==> src/rtl/intc_settings.svh <==
// assumes RV32 CSR bit layout with M, S and U modes all present; source index order is priority.
`ifndef INTC_SETTINGS_SVH
`define INTC_SETTINGS_SVH

`define INTC_CSR_W      32
`define INTC_CAUSE_W    10
`define INTC_PRIV_W     2
`define INTC_NUM_SRC    9
`define INTC_NUM_LEVELS 3

`define INTC_PRIV_U 2'd0
`define INTC_PRIV_S 2'd1
`define INTC_PRIV_M 2'd3

// mip/mie bit positions, which are also the cause codes.
`define INTC_BIT_MEI 11
`define INTC_BIT_MSI 3
`define INTC_BIT_MTI 7
`define INTC_BIT_SEI 9
`define INTC_BIT_SSI 1
`define INTC_BIT_STI 5
`define INTC_BIT_UEI 8
`define INTC_BIT_USI 0
`define INTC_BIT_UTI 4

// index into the source vector, lowest index wins.
`define INTC_IDX_MEI 0
`define INTC_IDX_MSI 1
`define INTC_IDX_MTI 2
`define INTC_IDX_SEI 3
`define INTC_IDX_SSI 4
`define INTC_IDX_STI 5
`define INTC_IDX_UEI 6
`define INTC_IDX_USI 7
`define INTC_IDX_UTI 8

`define INTC_LVL_M 0
`define INTC_LVL_S 1
`define INTC_LVL_U 2

`endif

==> src/rtl/intc_pkg.sv <==
// vector types are sized from the settings header, so both must be compiled with the same include path.
`include "intc_settings.svh"

package intc_pkg;

    // raw value of one of the interrupt CSRs (mip, mie, mideleg, sideleg).
    typedef logic [`INTC_CSR_W-1:0] csr_word_t;

    // cause code as reported to the pipe, interrupt bit not included.
    typedef logic [`INTC_CAUSE_W-1:0] cause_code_t;

    // privilege mode in the standard encoding, 2'd2 is never used.
    typedef logic [`INTC_PRIV_W-1:0] priv_t;

    // one bit per standard source, bit 0 is MEI and has the highest priority.
    typedef logic [`INTC_NUM_SRC-1:0] src_vec_t;

endpackage

==> src/rtl/intc_level_if.sv <==
// level-indexed arrays only; each level selector drives its own hit and code element.
`timescale 1ns/1ps
`include "intc_settings.svh"

interface intc_level_if;

    // sources routed to each target level, already qualified by mip and mie.
    intc_pkg::src_vec_t pending [`INTC_NUM_LEVELS];

    // global interrupt enable of each level for the current privilege.
    logic enable [`INTC_NUM_LEVELS];

    logic hit [`INTC_NUM_LEVELS];
    intc_pkg::cause_code_t code [`INTC_NUM_LEVELS];

    modport router (
        output pending,
        output enable
    );

    modport level (
        input  pending,
        output hit,
        output code
    );

    modport arbiter (
        input enable,
        input hit,
        input code
    );

endinterface

==> src/rtl/intc_hart_ctrl.sv <==
// nmi is taken as fully asynchronous; hart_under_reset stays low once init_done has been seen.
`timescale 1ns/1ps

module intc_hart_ctrl (
    input  logic core_clk,
    input  logic core_reset_n,
    input  logic init_done,
    input  logic debugint,
    input  logic resethaltreq,
    input  logic nmi,
    input  logic nmi_taken,
    output logic hart_under_reset,
    output logic halt_latched,
    output logic rf_init,
    output logic epc_init,
    output logic nmi_pending
);

    logic nmi_meta;
    logic nmi_sync;
    logic nmi_rise;
    logic init_strobe;

    always_ff @(posedge core_clk or negedge core_reset_n) begin
        if (!core_reset_n) begin
            hart_under_reset <= 1'b1;
        end else begin
            hart_under_reset <= hart_under_reset & ~init_done;
        end
    end

    // a debug request seen while the hart is held decides which init runs.
    always_ff @(posedge core_clk or negedge core_reset_n) begin
        if (!core_reset_n) begin
            halt_latched <= 1'b0;
        end else begin
            halt_latched <= hart_under_reset & (debugint | resethaltreq);
        end
    end

    assign init_strobe = hart_under_reset & init_done;
    assign rf_init = init_strobe & ~halt_latched;
    assign epc_init = init_strobe & halt_latched;

    always_ff @(posedge core_clk or negedge core_reset_n) begin
        if (!core_reset_n) begin
            nmi_meta <= 1'b0;
            nmi_sync <= 1'b0;
            nmi_pending <= 1'b0;
        end else begin
            nmi_meta <= nmi;
            nmi_sync <= nmi_meta;
            nmi_pending <= nmi_rise | (nmi_pending & ~nmi_taken);
        end
    end

    // a new edge wins over a take in the same cycle.
    assign nmi_rise = nmi_meta & ~nmi_sync;

endmodule

==> src/rtl/intc_router.sv <==
// CSR inputs are used as given; WARL legalization of mideleg and sideleg is left to the CSR file.
`timescale 1ns/1ps
`include "intc_settings.svh"

module intc_router (
    input  intc_pkg::csr_word_t mip,
    input  intc_pkg::csr_word_t mie,
    input  intc_pkg::csr_word_t mideleg,
    input  intc_pkg::csr_word_t sideleg,
    input  intc_pkg::priv_t     cur_privilege,
    input  logic                mstatus_mie,
    input  logic                mstatus_sie,
    input  logic                mstatus_uie,
    intc_level_if.router        lvl
);

    localparam intc_pkg::src_vec_t machine_src = intc_pkg::src_vec_t'(
        (1 << `INTC_IDX_MEI) | (1 << `INTC_IDX_MSI) | (1 << `INTC_IDX_MTI));
    localparam intc_pkg::src_vec_t user_src = intc_pkg::src_vec_t'(
        (1 << `INTC_IDX_UEI) | (1 << `INTC_IDX_USI) | (1 << `INTC_IDX_UTI));

    intc_pkg::src_vec_t active;
    intc_pkg::src_vec_t to_s;
    intc_pkg::src_vec_t to_u;

    // reorders CSR bits into priority order.
    function automatic intc_pkg::src_vec_t gather(intc_pkg::csr_word_t w);
        intc_pkg::src_vec_t v;
        v[`INTC_IDX_MEI] = w[`INTC_BIT_MEI];
        v[`INTC_IDX_MSI] = w[`INTC_BIT_MSI];
        v[`INTC_IDX_MTI] = w[`INTC_BIT_MTI];
        v[`INTC_IDX_SEI] = w[`INTC_BIT_SEI];
        v[`INTC_IDX_SSI] = w[`INTC_BIT_SSI];
        v[`INTC_IDX_STI] = w[`INTC_BIT_STI];
        v[`INTC_IDX_UEI] = w[`INTC_BIT_UEI];
        v[`INTC_IDX_USI] = w[`INTC_BIT_USI];
        v[`INTC_IDX_UTI] = w[`INTC_BIT_UTI];
        return v;
    endfunction

    assign active = gather(mip) & gather(mie);

    // machine sources can never leave M, and only user sources look at sideleg.
    assign to_s = gather(mideleg) & ~machine_src;
    assign to_u = to_s & gather(sideleg) & user_src;

    assign lvl.pending[`INTC_LVL_M] = active & ~to_s;
    assign lvl.pending[`INTC_LVL_S] = active & to_s & ~to_u;
    assign lvl.pending[`INTC_LVL_U] = active & to_u;

    assign lvl.enable[`INTC_LVL_M] = mstatus_mie | (cur_privilege != `INTC_PRIV_M);
    assign lvl.enable[`INTC_LVL_S] = (cur_privilege == `INTC_PRIV_U)
                                   | ((cur_privilege == `INTC_PRIV_S) & mstatus_sie);
    assign lvl.enable[`INTC_LVL_U] = (cur_privilege == `INTC_PRIV_U) & mstatus_uie;

endmodule

==> src/rtl/intc_level_sel.sv <==
// level must be 0, 1 or 2; the pick ignores the level enable, which the arbiter applies.
`timescale 1ns/1ps
`include "intc_settings.svh"

module intc_level_sel #(
    parameter int level = 0
) (
    intc_level_if.level lvl
);

    intc_pkg::src_vec_t pend;
    intc_pkg::cause_code_t first_code;
    int first_idx;

    assign pend = lvl.pending[level];

    // scan from the bottom so the lowest set index is the one left standing.
    always_comb begin
        first_idx = 0;
        for (int i = `INTC_NUM_SRC - 1; i >= 0; i--) begin
            if (pend[i]) begin
                first_idx = i;
            end
        end
    end

    always_comb begin
        case (first_idx)
            `INTC_IDX_MEI: first_code = intc_pkg::cause_code_t'(`INTC_BIT_MEI);
            `INTC_IDX_MSI: first_code = intc_pkg::cause_code_t'(`INTC_BIT_MSI);
            `INTC_IDX_MTI: first_code = intc_pkg::cause_code_t'(`INTC_BIT_MTI);
            `INTC_IDX_SEI: first_code = intc_pkg::cause_code_t'(`INTC_BIT_SEI);
            `INTC_IDX_SSI: first_code = intc_pkg::cause_code_t'(`INTC_BIT_SSI);
            `INTC_IDX_STI: first_code = intc_pkg::cause_code_t'(`INTC_BIT_STI);
            `INTC_IDX_UEI: first_code = intc_pkg::cause_code_t'(`INTC_BIT_UEI);
            `INTC_IDX_USI: first_code = intc_pkg::cause_code_t'(`INTC_BIT_USI);
            `INTC_IDX_UTI: first_code = intc_pkg::cause_code_t'(`INTC_BIT_UTI);
            default: first_code = '0;
        endcase
    end

    assign lvl.hit[level] = |pend;
    assign lvl.code[level] = lvl.hit[level] ? first_code : '0;

endmodule

==> src/rtl/intc_arbiter.sv <==
// purely combinational; the level valids may be high together and the pipe picks by int_code.
`timescale 1ns/1ps
`include "intc_settings.svh"

module intc_arbiter (
    input  logic                  hart_under_reset,
    input  logic                  halt_latched,
    input  logic                  nmi_pending,
    input  logic                  halt_mode,
    input  logic                  dcsr_debugint,
    input  logic                  dcsr_step,
    input  logic                  dcsr_stepie,
    intc_level_if.arbiter         lvl,
    output logic                  debugint_valid,
    output logic                  nmi_valid,
    output logic                  mint_valid,
    output logic                  sint_valid,
    output logic                  uint_valid,
    output logic                  async_valid,
    output logic                  wfi_done,
    output intc_pkg::cause_code_t int_code
);

    logic debug_req;
    logic step_block;
    logic int_allow;
    logic any_hit;

    // a halt request latched at reset turns into a debug entry once the hart is out.
    assign debug_req = (~halt_mode & dcsr_debugint) | halt_latched;
    assign step_block = dcsr_step & ~dcsr_stepie;

    assign debugint_valid = ~hart_under_reset & debug_req;
    assign nmi_valid = ~hart_under_reset & ~debug_req & ~step_block & nmi_pending;
    assign int_allow = ~hart_under_reset & ~debug_req & ~step_block & ~nmi_pending;

    assign mint_valid = int_allow & lvl.enable[`INTC_LVL_M] & lvl.hit[`INTC_LVL_M];
    assign sint_valid = int_allow & lvl.enable[`INTC_LVL_S] & lvl.hit[`INTC_LVL_S];
    assign uint_valid = int_allow & lvl.enable[`INTC_LVL_U] & lvl.hit[`INTC_LVL_U];

    assign async_valid = hart_under_reset | debugint_valid | nmi_valid
                       | mint_valid | sint_valid | uint_valid;

    // wake-up ignores the global enables, as WFI must resume on any pending source.
    assign any_hit = lvl.hit[`INTC_LVL_M] | lvl.hit[`INTC_LVL_S] | lvl.hit[`INTC_LVL_U];
    assign wfi_done = debug_req | nmi_pending | any_hit;

    always_comb begin
        if (lvl.hit[`INTC_LVL_M]) begin
            int_code = lvl.code[`INTC_LVL_M];
        end else if (lvl.hit[`INTC_LVL_S]) begin
            int_code = lvl.code[`INTC_LVL_S];
        end else if (lvl.hit[`INTC_LVL_U]) begin
            int_code = lvl.code[`INTC_LVL_U];
        end else begin
            int_code = '0;
        end
    end

endmodule

==> src/rtl/intc_top.sv <==
// nmi is synchronized inside; all other inputs must be synchronous to core_clk.
`timescale 1ns/1ps
`include "intc_settings.svh"

module intc_top (
    input  logic                  core_clk,
    input  logic                  core_reset_n,
    input  logic                  init_done,
    input  logic                  debugint,
    input  logic                  resethaltreq,
    input  logic                  halt_mode,
    input  logic                  dcsr_step,
    input  logic                  dcsr_stepie,
    input  logic                  nmi,
    input  logic                  nmi_taken,
    input  intc_pkg::priv_t       cur_privilege,
    input  logic                  mstatus_mie,
    input  logic                  mstatus_sie,
    input  logic                  mstatus_uie,
    input  intc_pkg::csr_word_t   mip,
    input  intc_pkg::csr_word_t   mie,
    input  intc_pkg::csr_word_t   mideleg,
    input  intc_pkg::csr_word_t   sideleg,
    output logic                  hart_under_reset,
    output logic                  rf_init,
    output logic                  epc_init,
    output logic                  nmi_pending,
    output logic                  debugint_valid,
    output logic                  nmi_valid,
    output logic                  mint_valid,
    output logic                  sint_valid,
    output logic                  uint_valid,
    output logic                  async_valid,
    output logic                  wfi_done,
    output intc_pkg::cause_code_t int_code
);

    logic halt_latched;

    intc_level_if lvl_if ();

    intc_hart_ctrl hart_ctrl_inst (
        .core_clk         (core_clk),
        .core_reset_n     (core_reset_n),
        .init_done        (init_done),
        .debugint         (debugint),
        .resethaltreq     (resethaltreq),
        .nmi              (nmi),
        .nmi_taken        (nmi_taken),
        .hart_under_reset (hart_under_reset),
        .halt_latched     (halt_latched),
        .rf_init          (rf_init),
        .epc_init         (epc_init),
        .nmi_pending      (nmi_pending)
    );

    intc_router router_inst (
        .mip           (mip),
        .mie           (mie),
        .mideleg       (mideleg),
        .sideleg       (sideleg),
        .cur_privilege (cur_privilege),
        .mstatus_mie   (mstatus_mie),
        .mstatus_sie   (mstatus_sie),
        .mstatus_uie   (mstatus_uie),
        .lvl           (lvl_if.router)
    );

    // one selector per target level, each owning its slice of the interface.
    for (genvar l = 0; l < `INTC_NUM_LEVELS; l++) begin : gen_level
        intc_level_sel #(.level(l)) level_sel_inst (.lvl(lvl_if.level));
    end

    intc_arbiter arbiter_inst (
        .hart_under_reset (hart_under_reset),
        .halt_latched     (halt_latched),
        .nmi_pending      (nmi_pending),
        .halt_mode        (halt_mode),
        .dcsr_debugint    (debugint),
        .dcsr_step        (dcsr_step),
        .dcsr_stepie      (dcsr_stepie),
        .lvl              (lvl_if.arbiter),
        .debugint_valid   (debugint_valid),
        .nmi_valid        (nmi_valid),
        .mint_valid       (mint_valid),
        .sint_valid       (sint_valid),
        .uint_valid       (uint_valid),
        .async_valid      (async_valid),
        .wfi_done         (wfi_done),
        .int_code         (int_code)
    );

endmodule

==> config.mk <==
export PLATFORM = sky130hd
export DESIGN_NAME = intc_top
export DESIGN_NICKNAME = d
export VERILOG_FILES = /design/src/rtl/intc_pkg.sv /design/src/rtl/intc_level_if.sv /design/src/rtl/intc_hart_ctrl.sv /design/src/rtl/intc_router.sv /design/src/rtl/intc_level_sel.sv /design/src/rtl/intc_arbiter.sv /design/src/rtl/intc_top.sv
export VERILOG_INCLUDE_DIRS = /design/src /design/src/rtl
export SDC_FILE = /design/constraint.sdc
export NUM_CORES = 1
export LEC_CHECK = 0
export ABC_AREA = 1
export ABC_CLOCK_PERIOD_IN_PS = 1200
export BUFFER_PORTS_ARGS = -buffer_cell sky130_fd_sc_hd__buf_2
export CAP_MARGIN = 10
export CORE_AREA = 4 4 54 81
export CTS_CLUSTER_DIAMETER = 200
export CTS_CLUSTER_SIZE = 40
export DETAILED_ROUTE_END_ITERATION = 16
export DIE_AREA = 0 0 58 85
export GPL_ROUTABILITY_DRIVEN = 0
export PLACE_DENSITY = 0.78
export SYNTH_ARGS = -nofsm -noshare
export SYNTH_HDL_FRONTEND = slang
export SYNTH_SLANG_ARGS = --single-unit
==> constraint.sdc <==
create_clock -name core_clk -period 1.2 [get_ports core_clk]
set_input_delay 0 -clock core_clk [delete_from_list [all_inputs] [get_ports core_clk]]
set_output_delay 0 -clock core_clk [all_outputs]
set_load 0.02 [all_outputs]
==> flow_summary.ini <==
[route]
ant_nets = 0
drc = 0
via_per_inst = 4.62
totalWireLength_mm = 3.77
via_count = 1395
wl_per_cell_microns = 12.5
first_iter_violations = 28
drt_pass1_iterations = 4

[worst_setup_path]
crit_fanout = 3
end_kind = output port
cp-start-kind = primary input
cp.required_ns = 1.20
path_class = in -> out
arrival_ns = 1.40

[grt]
track_usage_pct = 13.8
met2_usage_pct = 27.8
use_met3_pct = 2.74
use_met1_pct = 12.6
globalRoute.totalOverflow = 0
grt_busiest_layer = met2
grt_max_degree = 9
grt_pass1_vias = 1420
grt_antenna_before_repair = 0
grt_pass1_wl_mm = 5.48

[yosys]
avgSynthCellArea_sq_um = 5.97
yosysTopAreaCellShare_pct = 13.1
ys_ff_latch = 5
synth_edf_count = 0
ys_types = 27
ys_warn_count = 0
synth_largest_area_cell = nand2_1
ys_async_sr_fraction_pct = 100
ys_seq_area_share_pct = 12.6
synth_most_common_cell = nand2_1
synthCells = 168
synth-main-ff-cell = dfrtp_1
netlist_area_sq_um = 1000
ys_top_cells_by_count = 35 x nand2_1, 32 x inv_1, 20 x nor2_1
synth_top_cells_by_area = nand2_1 13%, inv_1 12%, dfrtp_1 10%

[clock_network]
clock-root-buffer = clkbuf_8
h-tree-depth = 1
insertion_delay_ns = 0.22
cts_made_buffers = 3
cts_tree = yes
cts_buffer_depth = 2
cts.sinks = 5
clk_pin_slew_ns = 0.03

[sta]
fmax_mhz = 716
fin_ws_ns = -0.197
finalSetupViolations = 8
skew_ns = 0.000950
hold_viol = 0
rsz0062_at_grt = true
slew_violations = 0
period_minus_slack_ns = 1.40
fin_crit_sh_pct = 116

[floorplanning]
die_h_microns = 85
io_pins = 164
initial_utilization_pct = 27.5
dieArea_sq_um = 4930
coreArea_sq_um = 3650
chipWidth_microns = 58
num_rows = 27

[power_and_ir_drop]
internal_power_uw = 765
seq_power_share_pct = 14.6
p_leak_uw = 0.00107
powerDensity_nw_per_um2 = 614
swShare_pct = 38.6
p_switching_uw = 481
p_comb_share_pct = 61.4
max-vdd-ir-drop_v = 0.000393
p_clk_share_pct = 24.1

[cells_and_area]
final_area_sq_um = 2030
drive_gt1_share_pct = 61.8
fin_nets = 411
area_delta_synth_final_pct = 102
antennaDiodeCount = 0
final_util_pct = 55.6

[status]
violations = negative setup slack
run_status = finished with violations

[place]
dpl_cell_area_sq_um = 1470
dp_hpwl_mm = 2.47
portBuffers = 56

[worst_hold_path]
min_path_type = in -> reg

[flow_run]
cap_violations = 0
[worst paths after layout]
check	depth (start not counted)	slack, ns	to	from
worst min register to register	0	0.37	hart_ctrl_inst.nmi_sync	hart_ctrl_inst.nmi_meta
max in group asynchronous	2	0.85	hart_ctrl_inst.hart_under_reset	core_reset_n
worst max register to register	2	0.39	hart_ctrl_inst.nmi_pending	hart_ctrl_inst.nmi_pending
min in group asynchronous	2	0.14	hart_ctrl_inst.nmi_pending	core_reset_n
worst max-delay path	13	-0.20	int_code[2]	mip[0]
worst min-delay path	3	0.01	hart_ctrl_inst.halt_latched	resethaltreq
[worst max-delay path, cell delays in order]
cell and delay (ns):
buf_8 0.09, nand2_8 0.06, nor3_4 0.24, nor2_4 0.05, inv_2 0.06, a21oi_2 0.06
buf_4 0.15, ha_4 0.14, o211ai_1 0.17, nand3_1 0.11, nand2_1 0.08, nand2_1 0.06
buf_6 0.13
[registers in the layout, summed over array words and instances, names as in the netlist]
| register | cells |
|---|---|
| hart_ctrl_inst.nmi_pending | 1 |
| hart_ctrl_inst.halt_latched | 1 |
| hart_ctrl_inst.nmi_sync | 1 |
| hart_ctrl_inst.hart_under_reset | 1 |
| hart_ctrl_inst.nmi_meta | 1 |
[power by group through the flow]
| stage | sequential [uW] | clock [uW] | combinational (uW) |
|---|---|---|---|
| detailed placement | 182 | 0 | 532 |
| floorplan | 185 | 0 | 323 |
| CTS | 181 | 311 | 655 |
| finish | 181 | 300 | 765 |
| global placement | 182 | 0 | 524 |
| global route | 182 | 319 | 832 |
[cell usage in the layout (no fill, tap or decap), drive strengths merged, types with 2 or more instances in the layout]
cell         count
a21oi            5
buf             84
clkbuf           4
conb             6
dfrtp            4
dlygate4sd3      4
ha               8
inv             34
nand2           39
nand3           23
nand3b           3
nor2            25
nor3             5
o211ai           2
o21ai            6
o22ai            2
[through the flow]
stage               cells  setup TNS (ns)  power [uW]  hold slack, ns  setup WS [ns]
finish                302          -0.869        1250          0.0103         -0.197
global route          302           -1.82        1330          0.0557         -0.302
CTS                   300          -0.854        1150          0.0120         -0.160
detailed placement    285          -0.796         714          -0.183         -0.280
global placement      285          -0.724         705          -0.188         -0.255
floorplan             173         -0.0187         508          -0.296       -0.00934
[final cells by class]
cell class / count / area [sq um]
clock buffer: 4 / 45.0
fill: 327 / 1620
inverter: 34 / 133
multi-input combinational: 128 / 977
sequential: 5 / 126
tap: 43 / 53.8
timing repair buffer: 88 / 693
[metal layers]
| layer | part of all wire, % | up-vias |
|---|---|---|
| li1 | - | 697 |
| met1 | 30 | 623 |
| met5 | 0 | - |
| met2 | 58 | 67 |
| met3 | 9.8 | 8 |
| met4 | 2.3 | 0 |
[logic make-up (layout without fill, tap and decap cells)]
kind of cell	count (synthesis)	after routing	synth area share, %
other cells	1	6	0.374
fa+ha+maj	8	8	9.99
buf+inv	40	126	17.2
flops	5	5	12.6
compound gates	16	16	9.74
simple gates	98	98	50.1
[what timing repair did]
action	CTS	global route
hold endpoints to repair	8	0
pin swaps	24	27
endpoints found under the setup margin	10	13
resized for setup	59	55
buffers inserted	7	2
hold buffers	4	0
(Power assumes the default switching activity.)
